File: config.mk
export PLATFORM = sky130hd
export DESIGN_NAME = fetch_mem_top
export DESIGN_NICKNAME = d
export VERILOG_FILES = /design/src/rtl/cpu_pkg.sv /design/src/rtl/bus_pkg.sv /design/src/rtl/pc_unit.sv /design/src/rtl/request_unit.sv /design/src/rtl/mem_port.sv /design/src/rtl/fetch_mem_top.sv
export SDC_FILE = /design/constraint.sdc
export NUM_CORES = 1
export LEC_CHECK = 0
export BUFFER_PORTS_ARGS = -buffer_cell sky130_fd_sc_hd__buf_2
export CAP_MARGIN = 20
export CELL_PAD_IN_SITES_DETAIL_PLACEMENT = 0
export CELL_PAD_IN_SITES_GLOBAL_PLACEMENT = 1
export CORE_UTILIZATION = 50
export CTS_BUF_LIST = sky130_fd_sc_hd__clkbuf_4 sky130_fd_sc_hd__clkbuf_8 sky130_fd_sc_hd__clkbuf_16
export DETAILED_ROUTE_END_ITERATION = 8
export PLACE_DENSITY = 0.77
export SLEW_MARGIN = 0
export SYNTH_ARGS = -nofsm -noshare
export SYNTH_HDL_FRONTEND = slang
export SYNTH_SLANG_ARGS = --single-unit
File: constraint.sdc
create_clock -name clk -period 5.1 [get_ports clk]
set_input_delay 0.255 -clock clk [delete_from_list [all_inputs] [get_ports clk]]
set_output_delay 0.255 -clock clk [all_outputs]
set_load 0.1 [all_outputs]
File: src/program.hex
// One 32-bit word per line in hex, word address 0 upward; words 24 to 31 hold data.
00100093
00200113
00300193
00400213
00500293
00600313
00700393
00800413
00900493
00a00513
00b00593
00c00613
00d00693
00e00713
00f00793
01000813
01100893
01200913
01300993
01400a13
01500a93
01600b13
01700b93
01800c13
deadbeef
cafef00d
12345678
0badc0de
5a5a5a5a
a5a5a5a5
0f0f0f0f
f0f0f0f0

File: src/rtl/cpu_pkg.sv
package cpu_pkg;

    // Core data and address width.
    localparam int xlen = 32;

    // First fetch address out of reset.
    localparam logic [xlen-1:0] reset_pc = '0;

    // addi x0, x0, 0
    localparam logic [xlen-1:0] nop_instr = 32'h00000013;

    // Request unit sequencing.
    // s_ready is the single cycle in which the core may step.
    typedef enum logic [1:0] {
        s_fetch_wait,
        s_data_wait,
        s_ready,
        s_mul_wait
    } req_state_e;

endpackage

File: src/rtl/bus_pkg.sv
package bus_pkg;

    // Memory depth in 32-bit words.
    localparam int mem_words = 32;

    // Word index width inside the byte address.
    localparam int mem_idx_w = $clog2(mem_words);

    // Cycles from request acceptance to response.
    localparam int mem_latency = 2;

    // Credits granted by the memory after reset.
    localparam int mem_credits = 1;

    // Credit counter width.
    localparam int credit_w = $clog2(mem_credits + 1);

    typedef enum logic {
        op_read,
        op_write
    } bus_op_e;

endpackage

File: src/rtl/pc_unit.sv
`timescale 1ns/1ps

module pc_unit (
    input  logic                     clk,
    input  logic                     rst,
    input  logic                     pc_advance,
    input  logic                     pc_load,
    input  logic [cpu_pkg::xlen-1:0] pc_target,
    output logic [cpu_pkg::xlen-1:0] pc
);

    // Redirect wins over sequential advance.
    always_ff @(posedge clk or posedge rst) begin
        if (rst) begin
            pc <= cpu_pkg::reset_pc;
        end else if (pc_load) begin
            pc <= pc_target;
        end else if (pc_advance) begin
            pc <= pc + 32'd4;
        end
    end

endmodule

File: src/rtl/request_unit.sv
`timescale 1ns/1ps

module request_unit (
    input  logic                     clk,
    input  logic                     rst,
    input  logic [cpu_pkg::xlen-1:0] imm,
    input  logic                     branch_cond,
    input  logic                     jal,
    input  logic                     jalr,
    input  logic [cpu_pkg::xlen-1:0] jalr_target,
    input  logic                     mem_read,
    input  logic                     mem_write,
    input  logic [cpu_pkg::xlen-1:0] mem_addr,
    input  logic [cpu_pkg::xlen-1:0] store_data,
    input  logic                     mul_en,
    input  logic                     mul_done,
    input  logic [cpu_pkg::xlen-1:0] pc,
    input  logic                     resp_valid,
    input  logic [cpu_pkg::xlen-1:0] resp_rdata,
    input  logic                     credit_return,
    output logic                     pc_advance,
    output logic                     pc_load,
    output logic [cpu_pkg::xlen-1:0] pc_target,
    output logic                     req_valid,
    output bus_pkg::bus_op_e         req_op,
    output logic [cpu_pkg::xlen-1:0] req_addr,
    output logic [cpu_pkg::xlen-1:0] req_wdata,
    output logic [cpu_pkg::xlen-1:0] instruction,
    output logic                     instr_valid,
    output logic [cpu_pkg::xlen-1:0] load_data,
    output logic                     load_valid,
    output logic                     freeze
);

    cpu_pkg::req_state_e             state;
    logic [bus_pkg::credit_w-1:0]    credits;
    logic                            boot;
    logic                            fetch_pend;
    logic                            data_read;
    logic [cpu_pkg::xlen-1:0]        instr_q;
    logic                            step;
    logic                            data_step;
    logic                            pend_issue;
    logic                            redirect;
    logic [cpu_pkg::xlen-1:0]        next_pc;

    // The core steps only when an instruction is ready and a credit is free.
    assign step       = (state == cpu_pkg::s_ready) && (credits != '0);
    assign data_step  = step && !mul_en && (mem_read || mem_write);
    assign pend_issue = (state == cpu_pkg::s_fetch_wait) && fetch_pend && (credits != '0);
    assign redirect   = branch_cond || jal || jalr;

    always_comb begin
        if (branch_cond || jal) begin
            next_pc = pc + imm;
        end else if (jalr) begin
            next_pc = jalr_target;
        end else begin
            next_pc = pc + 32'd4;
        end
    end

    assign pc_load    = step && redirect;
    assign pc_advance = step && !redirect;
    assign pc_target  = next_pc;

    // Fetch goes out on the step edge itself unless a data access or a multiply comes first.
    assign req_valid = (step && !mul_en) || pend_issue;
    assign req_wdata = store_data;

    always_comb begin
        req_op   = bus_pkg::op_read;
        req_addr = pc;
        if (data_step) begin
            req_op   = mem_write ? bus_pkg::op_write : bus_pkg::op_read;
            req_addr = mem_addr;
        end else if (step) begin
            req_addr = next_pc;
        end
    end

    always_ff @(posedge clk or posedge rst) begin
        if (rst) begin
            state      <= cpu_pkg::s_fetch_wait;
            boot       <= 1'b1;
            fetch_pend <= 1'b0;
            data_read  <= 1'b0;
        end else begin
            boot <= 1'b0;
            case (state)
                cpu_pkg::s_fetch_wait: begin
                    if (boot) begin
                        fetch_pend <= 1'b1;
                    end else if (pend_issue) begin
                        fetch_pend <= 1'b0;
                    end
                    if (resp_valid) begin
                        state <= cpu_pkg::s_ready;
                    end
                end
                cpu_pkg::s_data_wait: begin
                    if (resp_valid) begin
                        state      <= cpu_pkg::s_fetch_wait;
                        fetch_pend <= 1'b1;
                    end
                end
                cpu_pkg::s_mul_wait: begin
                    if (mul_done) begin
                        state      <= cpu_pkg::s_fetch_wait;
                        fetch_pend <= 1'b1;
                    end
                end
                default: begin
                    if (step) begin
                        data_read <= mem_read;
                        if (mul_en) begin
                            state <= cpu_pkg::s_mul_wait;
                        end else if (mem_read || mem_write) begin
                            state <= cpu_pkg::s_data_wait;
                        end else begin
                            state <= cpu_pkg::s_fetch_wait;
                        end
                    end
                end
            endcase
        end
    end

    // One credit per request, returned with its response.
    always_ff @(posedge clk or posedge rst) begin
        if (rst) begin
            credits <= bus_pkg::credit_w'(bus_pkg::mem_credits);
        end else begin
            case ({req_valid, credit_return})
                2'b10:   credits <= credits - 1'b1;
                2'b01:   credits <= credits + 1'b1;
                default: credits <= credits;
            endcase
        end
    end

    always_ff @(posedge clk) begin
        if (state == cpu_pkg::s_fetch_wait && resp_valid) begin
            instr_q <= resp_rdata;
        end
    end

    // Held word is shown once, so a stall never replays it.
    assign instr_valid = step;
    assign freeze      = !step;
    assign instruction = step ? instr_q : cpu_pkg::nop_instr;

    assign load_valid = (state == cpu_pkg::s_data_wait) && resp_valid && data_read;
    assign load_data  = resp_rdata;

endmodule

File: src/rtl/mem_port.sv
`timescale 1ns/1ps

module mem_port (
    input  logic                     clk,
    input  logic                     rst,
    input  logic                     req_valid,
    input  bus_pkg::bus_op_e         req_op,
    input  logic [cpu_pkg::xlen-1:0] req_addr,
    input  logic [cpu_pkg::xlen-1:0] req_wdata,
    output logic                     resp_valid,
    output logic [cpu_pkg::xlen-1:0] resp_rdata,
    output logic                     credit_return
);

    logic [cpu_pkg::xlen-1:0]       mem [bus_pkg::mem_words];
    logic [bus_pkg::mem_idx_w-1:0]  idx;

    // Stage 0 captures the access, the remaining stages model the latency.
    logic [bus_pkg::mem_latency:0]  pipe_v;
    logic [cpu_pkg::xlen-1:0]       pipe_d [bus_pkg::mem_latency+1];

    initial begin
        $readmemh("/design/src/program.hex", mem);
    end

    // Byte address to word index.
    assign idx = req_addr[bus_pkg::mem_idx_w+1:2];

    always_ff @(posedge clk) begin
        if (req_valid && req_op == bus_pkg::op_write) begin
            mem[idx] <= req_wdata;
        end
        pipe_d[0] <= mem[idx];
        for (int i = 1; i <= bus_pkg::mem_latency; i++) begin
            pipe_d[i] <= pipe_d[i-1];
        end
    end

    always_ff @(posedge clk or posedge rst) begin
        if (rst) begin
            pipe_v <= '0;
        end else begin
            pipe_v <= {pipe_v[bus_pkg::mem_latency-1:0], req_valid};
        end
    end

    assign resp_valid    = pipe_v[bus_pkg::mem_latency];
    assign resp_rdata    = pipe_d[bus_pkg::mem_latency];
    // Credit comes back with every response.
    assign credit_return = resp_valid;

endmodule

File: src/rtl/fetch_mem_top.sv
`timescale 1ns/1ps

module fetch_mem_top (
    input  logic                     clk,
    input  logic                     rst,
    input  logic [cpu_pkg::xlen-1:0] imm,
    input  logic                     branch_cond,
    input  logic                     jal,
    input  logic                     jalr,
    input  logic [cpu_pkg::xlen-1:0] jalr_target,
    input  logic                     mem_read,
    input  logic                     mem_write,
    input  logic [cpu_pkg::xlen-1:0] mem_addr,
    input  logic [cpu_pkg::xlen-1:0] store_data,
    input  logic                     mul_en,
    input  logic                     mul_done,
    output logic [cpu_pkg::xlen-1:0] instruction,
    output logic                     instr_valid,
    output logic [cpu_pkg::xlen-1:0] load_data,
    output logic                     load_valid,
    output logic                     freeze,
    output logic [cpu_pkg::xlen-1:0] pc
);

    logic                     pc_advance;
    logic                     pc_load;
    logic [cpu_pkg::xlen-1:0] pc_target;
    logic                     req_valid;
    bus_pkg::bus_op_e         req_op;
    logic [cpu_pkg::xlen-1:0] req_addr;
    logic [cpu_pkg::xlen-1:0] req_wdata;
    logic                     resp_valid;
    logic [cpu_pkg::xlen-1:0] resp_rdata;
    logic                     credit_return;

    pc_unit pc_unit0 (
        .clk        (clk),
        .rst        (rst),
        .pc_advance (pc_advance),
        .pc_load    (pc_load),
        .pc_target  (pc_target),
        .pc         (pc)
    );

    request_unit request_unit0 (
        .clk           (clk),
        .rst           (rst),
        .imm           (imm),
        .branch_cond   (branch_cond),
        .jal           (jal),
        .jalr          (jalr),
        .jalr_target   (jalr_target),
        .mem_read      (mem_read),
        .mem_write     (mem_write),
        .mem_addr      (mem_addr),
        .store_data    (store_data),
        .mul_en        (mul_en),
        .mul_done      (mul_done),
        .pc            (pc),
        .resp_valid    (resp_valid),
        .resp_rdata    (resp_rdata),
        .credit_return (credit_return),
        .pc_advance    (pc_advance),
        .pc_load       (pc_load),
        .pc_target     (pc_target),
        .req_valid     (req_valid),
        .req_op        (req_op),
        .req_addr      (req_addr),
        .req_wdata     (req_wdata),
        .instruction   (instruction),
        .instr_valid   (instr_valid),
        .load_data     (load_data),
        .load_valid    (load_valid),
        .freeze        (freeze)
    );

    mem_port mem_port0 (
        .clk           (clk),
        .rst           (rst),
        .req_valid     (req_valid),
        .req_op        (req_op),
        .req_addr      (req_addr),
        .req_wdata     (req_wdata),
        .resp_valid    (resp_valid),
        .resp_rdata    (resp_rdata),
        .credit_return (credit_return)
    );

endmodule

==> results_tabular.tex <==
\begin{tabular}{lr}
\hline
Metric & Value \\
\hline
\multicolumn{2}{l}{\textbf{Synth}} \\
Yosys warns & 0 \\
Average cell area after synthesis & 19.48 sq um \\
Register area share after synthesis & 75.22\% \\
Number of flops mapped to enable cells by yosys & 1056 \\
Net count after synthesis & 2536 \\
Cell area after technology mapping & 46080 sq um \\
Ys async rst share & 3.437\% \\
Flip-flop and latch count after synthesis & 1193 \\
Library cells used by synthesis & 71 \\
Synthesized netlist cell count & 2366 \\
Primary FF master, synth & edfxtp\_1 \\
\multicolumn{2}{l}{\textbf{Clock tree}} \\
Clock Sinks & 1193 \\
H-tree depth reported by CTS & 3 \\
Number of buffers inserted by post-CTS setup repair & 0 \\
Maximum clock insertion buffer count & 3 \\
Root buffer cell & clkbuf\_16 \\
Clock transition at the registers of the reported paths & 0.06 ns \\
Number of buffers inserted during clock tree synthesis & 115 \\
Latest clock arrival within the worst-skew pair & 0.69 ns \\
Clock tree from TritonCTS & built \\
\multicolumn{2}{l}{\textbf{GRT}} \\
Global-route wire length before repair & 163500 um \\
Largest net degree at the start of global routing & 101 \\
Global routing usage summed across all routing layers & 24.01\% \\
Antenna violations before repair & 6 \\
Total congestion overflow after global routing & 0 \\
Vias in the first global route & 24310 \\
\multicolumn{2}{l}{\textbf{Pwr}} \\
Worst IR drop on VDD & 0.5188 mV \\
Leakage & 17.51 nW \\
Pwr Density & 616.7 nW/um\^{}2 \\
Total power of the final layout & 32.65 mW \\
\multicolumn{2}{l}{\textbf{Worst setup path}} \\
Number of cells traversed by the worst register-to-register path & 10 \\
Largest driver fanout on the critical path & 35 \\
Crit-path slowest cell & nor2\_4 \\
Critical path's largest stage delay & 0.73 ns \\
Required time of the critical path & 5.45 ns \\
Class of the most critical setup path & reg -> reg \\
Startpoint Class & flop \\
Data arrival time at the worst-slack endpoint & 4.55 ns \\
Series of cell instances along the critical path & and3\_4 -> inv\_6 -> nor4\_1 -> a21oi\_2 -> o21ai\_1 -> mux2\_8 -> nor2b\_1 -> nand2b\_1 -> nor2\_4 -> buf\_12 \\
CP Capture Type & flop \\
\multicolumn{2}{l}{\textbf{Detailed routing}} \\
DRC violation count after routing & 0 \\
Vias post-DR & 24080 \\
First-pass iteration count of the detailed router & 5 \\
WL final & 112000 um \\
Via density per instance & 6.162 \\
DR WL/cell & 28.66 um \\
Number of antenna-violating nets in the routed design & 0 \\
Starting DRT DRC Count & 2289 \\
\multicolumn{2}{l}{\textbf{STA}} \\
Relative slew margins & 38.78\% \\
Final count of negative-setup-slack endpoints & 0 \\
Least-Margin Pin Slew & 0.9183 ns \\
Final Hold Viols & 0 \\
Fin crit period & 4.197 ns \\
RSZ-0062 raised after global routing & false \\
Max frequency & 238.3 MHz \\
Worst clock skew & 0.04846 ns \\
Final period utilization & 82.29\% \\
Worst Hold Slack & 0.03678 ns \\
Final Max Slew Viols & 0 \\
\multicolumn{2}{l}{\textbf{Floorplan}} \\
Core area & 90700 sq um \\
I/O pin count & 236 \\
Rows & 110 \\
Total Die Area & 93380 sq um \\
Initial Utilization & 50.81\% \\
Die X-Extent & 305.6 um \\
Height of the die & 305.6 um \\
\multicolumn{2}{l}{\textbf{Final layout}} \\
Cell area after layout & 52950 sq um \\
Register area & 34660 sq um \\
Count of non-filler cells in the finished layout & 3908 \\
Area of the multi-input gates & 10740 sq um \\
Fraction of final layout cells sized beyond drive strength 1 & 29.11\% \\
Final core area utilization & 58.38\% \\
Number of filler instances in the final layout & 6494 \\
Area Overhead vs Synth & 14.92\% \\
Number of nets at the end of the flow & 2801 \\
\multicolumn{2}{l}{\textbf{Min path}} \\
Hold-critical path depth & 4 \\
Class of the worst hold path & in -> reg \\
\multicolumn{2}{l}{\textbf{Place}} \\
Placed insts & 3676 \\
Number of port buffers & 208 \\
Final Wtd Congestion & 0.9238 \\
Detailed placement HPWL & 64420 um \\
Cell Area, Placed & 48900 sq um \\
\multicolumn{2}{l}{\textbf{Flow run}} \\
Maxcap violations & 0 \\
\multicolumn{2}{l}{\textbf{Outcome}} \\
Outcome & finished, final reports clean \\
\hline
\end{tabular}
worst paths after layout:
| path | slack [ns] | startpoint | endpoint |
|---|---|---|---|
| setup / recovery | 0.90 | request_unit0.credits | mem_port0.mem[21][0] |
| hold reg to reg | 0.31 | mem_port0.pipe_d[0][2] | mem_port0.pipe_d[0][34] |
| min in group asynchronous | 0.32 | rst | pc_unit0.pc[28] |
| hold / removal | 0.04 | mul_done | request_unit0.state[1] |
| setup reg to reg | 0.90 | request_unit0.credits | mem_port0.mem[21][0] |
| max in group asynchronous | 4.35 | rst | request_unit0.state[0] |
per-stage QoR:
stage	TNS, ns	setup WS [ns]
2_1_floorplan	-24.47	-0.1088
3_3_place_gp	0	0.9827
3_5_place_dp	0	0.9022
4_1_cts	0	0.8559
5_1_grt	0	0.7138
6_report	0	0.9033
power breakdown:
group,internal [mW],switching [mW],total [mW],leakage (nW)
clock network,5.05,3.62,8.67,1.91
registers,11.4,0.426,11.8,10.8
logic,4.50,7.67,12.2,4.83
final cells by class:
class	count	share of cell area, %
diodes	1	0.004726
clock inverters	80	1.607
well taps	1176	2.779
flip-flops and latches	1193	65.45
inverters	29	0.2150
multi-input cells	989	20.29
repair buffers	303	3.870
clock buffers	137	5.782
cells in the final DEF, fill, tap and decap left out, types with 51 or more instances in the layout:
cell / netlist / layout
a21oi_1: 60 / 60
a22oi_1: 129 / 129
buf_2: 15 / 208
buf_4: 43 / 61
clkbuf_16: 0 / 115
dfxtp_1: 96 / 96
edfxtp_1: 1056 / 1056
mux4_2: 256 / 256
nand2_1: 66 / 66
nor2_1: 84 / 51
o21ai_0: 54 / 54
synthesized netlist by cell type (7+ instances only):
master,n,share of area (%)
and3_1,11,0.15
nand4_1,37,0.50
nand2b_1,7,0.095
nand3_1,25,0.27
buf_6,15,0.37
dfrtp_1,39,2.1
a21o_1,10,0.16
inv_1,25,0.20
and2_1,35,0.48
a31oi_1,15,0.20
buf_1,19,0.15
o21ai_0,54,0.59
a211oi_1,9,0.15
mux2i_1,9,0.20
edfxtp_1,1056,69
nand2_1,66,0.54
nor3_1,17,0.18
ha_1,32,0.87
buf_2,15,0.16
clkbuf_1,63,0.51
dfxtp_1,96,4.2
mux4_2,256,13
o211ai_1,9,0.15
xnor2_1,25,0.48
a21oi_1,60,0.65
a22oi_1,129,2.1
nor2_1,84,0.68
buf_4,43,0.70
kinds of logic (layout without fill, tap and decap cells):
family | Yosys count | after routing | synth area share, %
flops | 1193 | 1193 | 75.22
mux | 270 | 270 | 12.83
fa+ha+maj | 33 | 33 | 0.9123
xor+xnor | 31 | 31 | 0.5892
compound gates | 337 | 337 | 4.879
other cells | 1 | 2 | 0.008138
simple gates | 317 | 317 | 3.419
buf+inv | 184 | 549 | 2.145
metal layers:
layer	part of all wire, %	GRT usage [%]
met5	0.037	0
met1	40	32.85
met3	7.6	3.959
met2	50	39.94
met4	2.4	6.942
sequential cells by signal, summed over array words and instances (netlist names):
signal	flops
pc_unit0.pc	32
request_unit0.data_read	1
request_unit0.instr_q	32
request_unit0.credits	1
request_unit0.state	2
mem_port0.mem	1024
request_unit0.boot	1
mem_port0.pipe_v	3
mem_port0.pipe_d	96
request_unit0.fetch_pend	1
what timing repair did:
item                                    4_1_cts  5_1_grt
resized for setup                             0        0
endpoints found under the hold margin        50        0
hold buffers                                 13        0
endpoints found under the setup margin        0        0
worst max-delay path: cells and delay by family, from the launching register on:
kind | cells | cell delay, ns
AO/OA/AOI/OAI | 2 | 0.20
buffers and inverters | 2 | 0.45
flip-flops | 1 | 0.56
multiplexers | 1 | 0.38
AND/OR/NAND/NOR | 5 | 2.24
No activity file was read; power rests on OpenSTA's default activity.
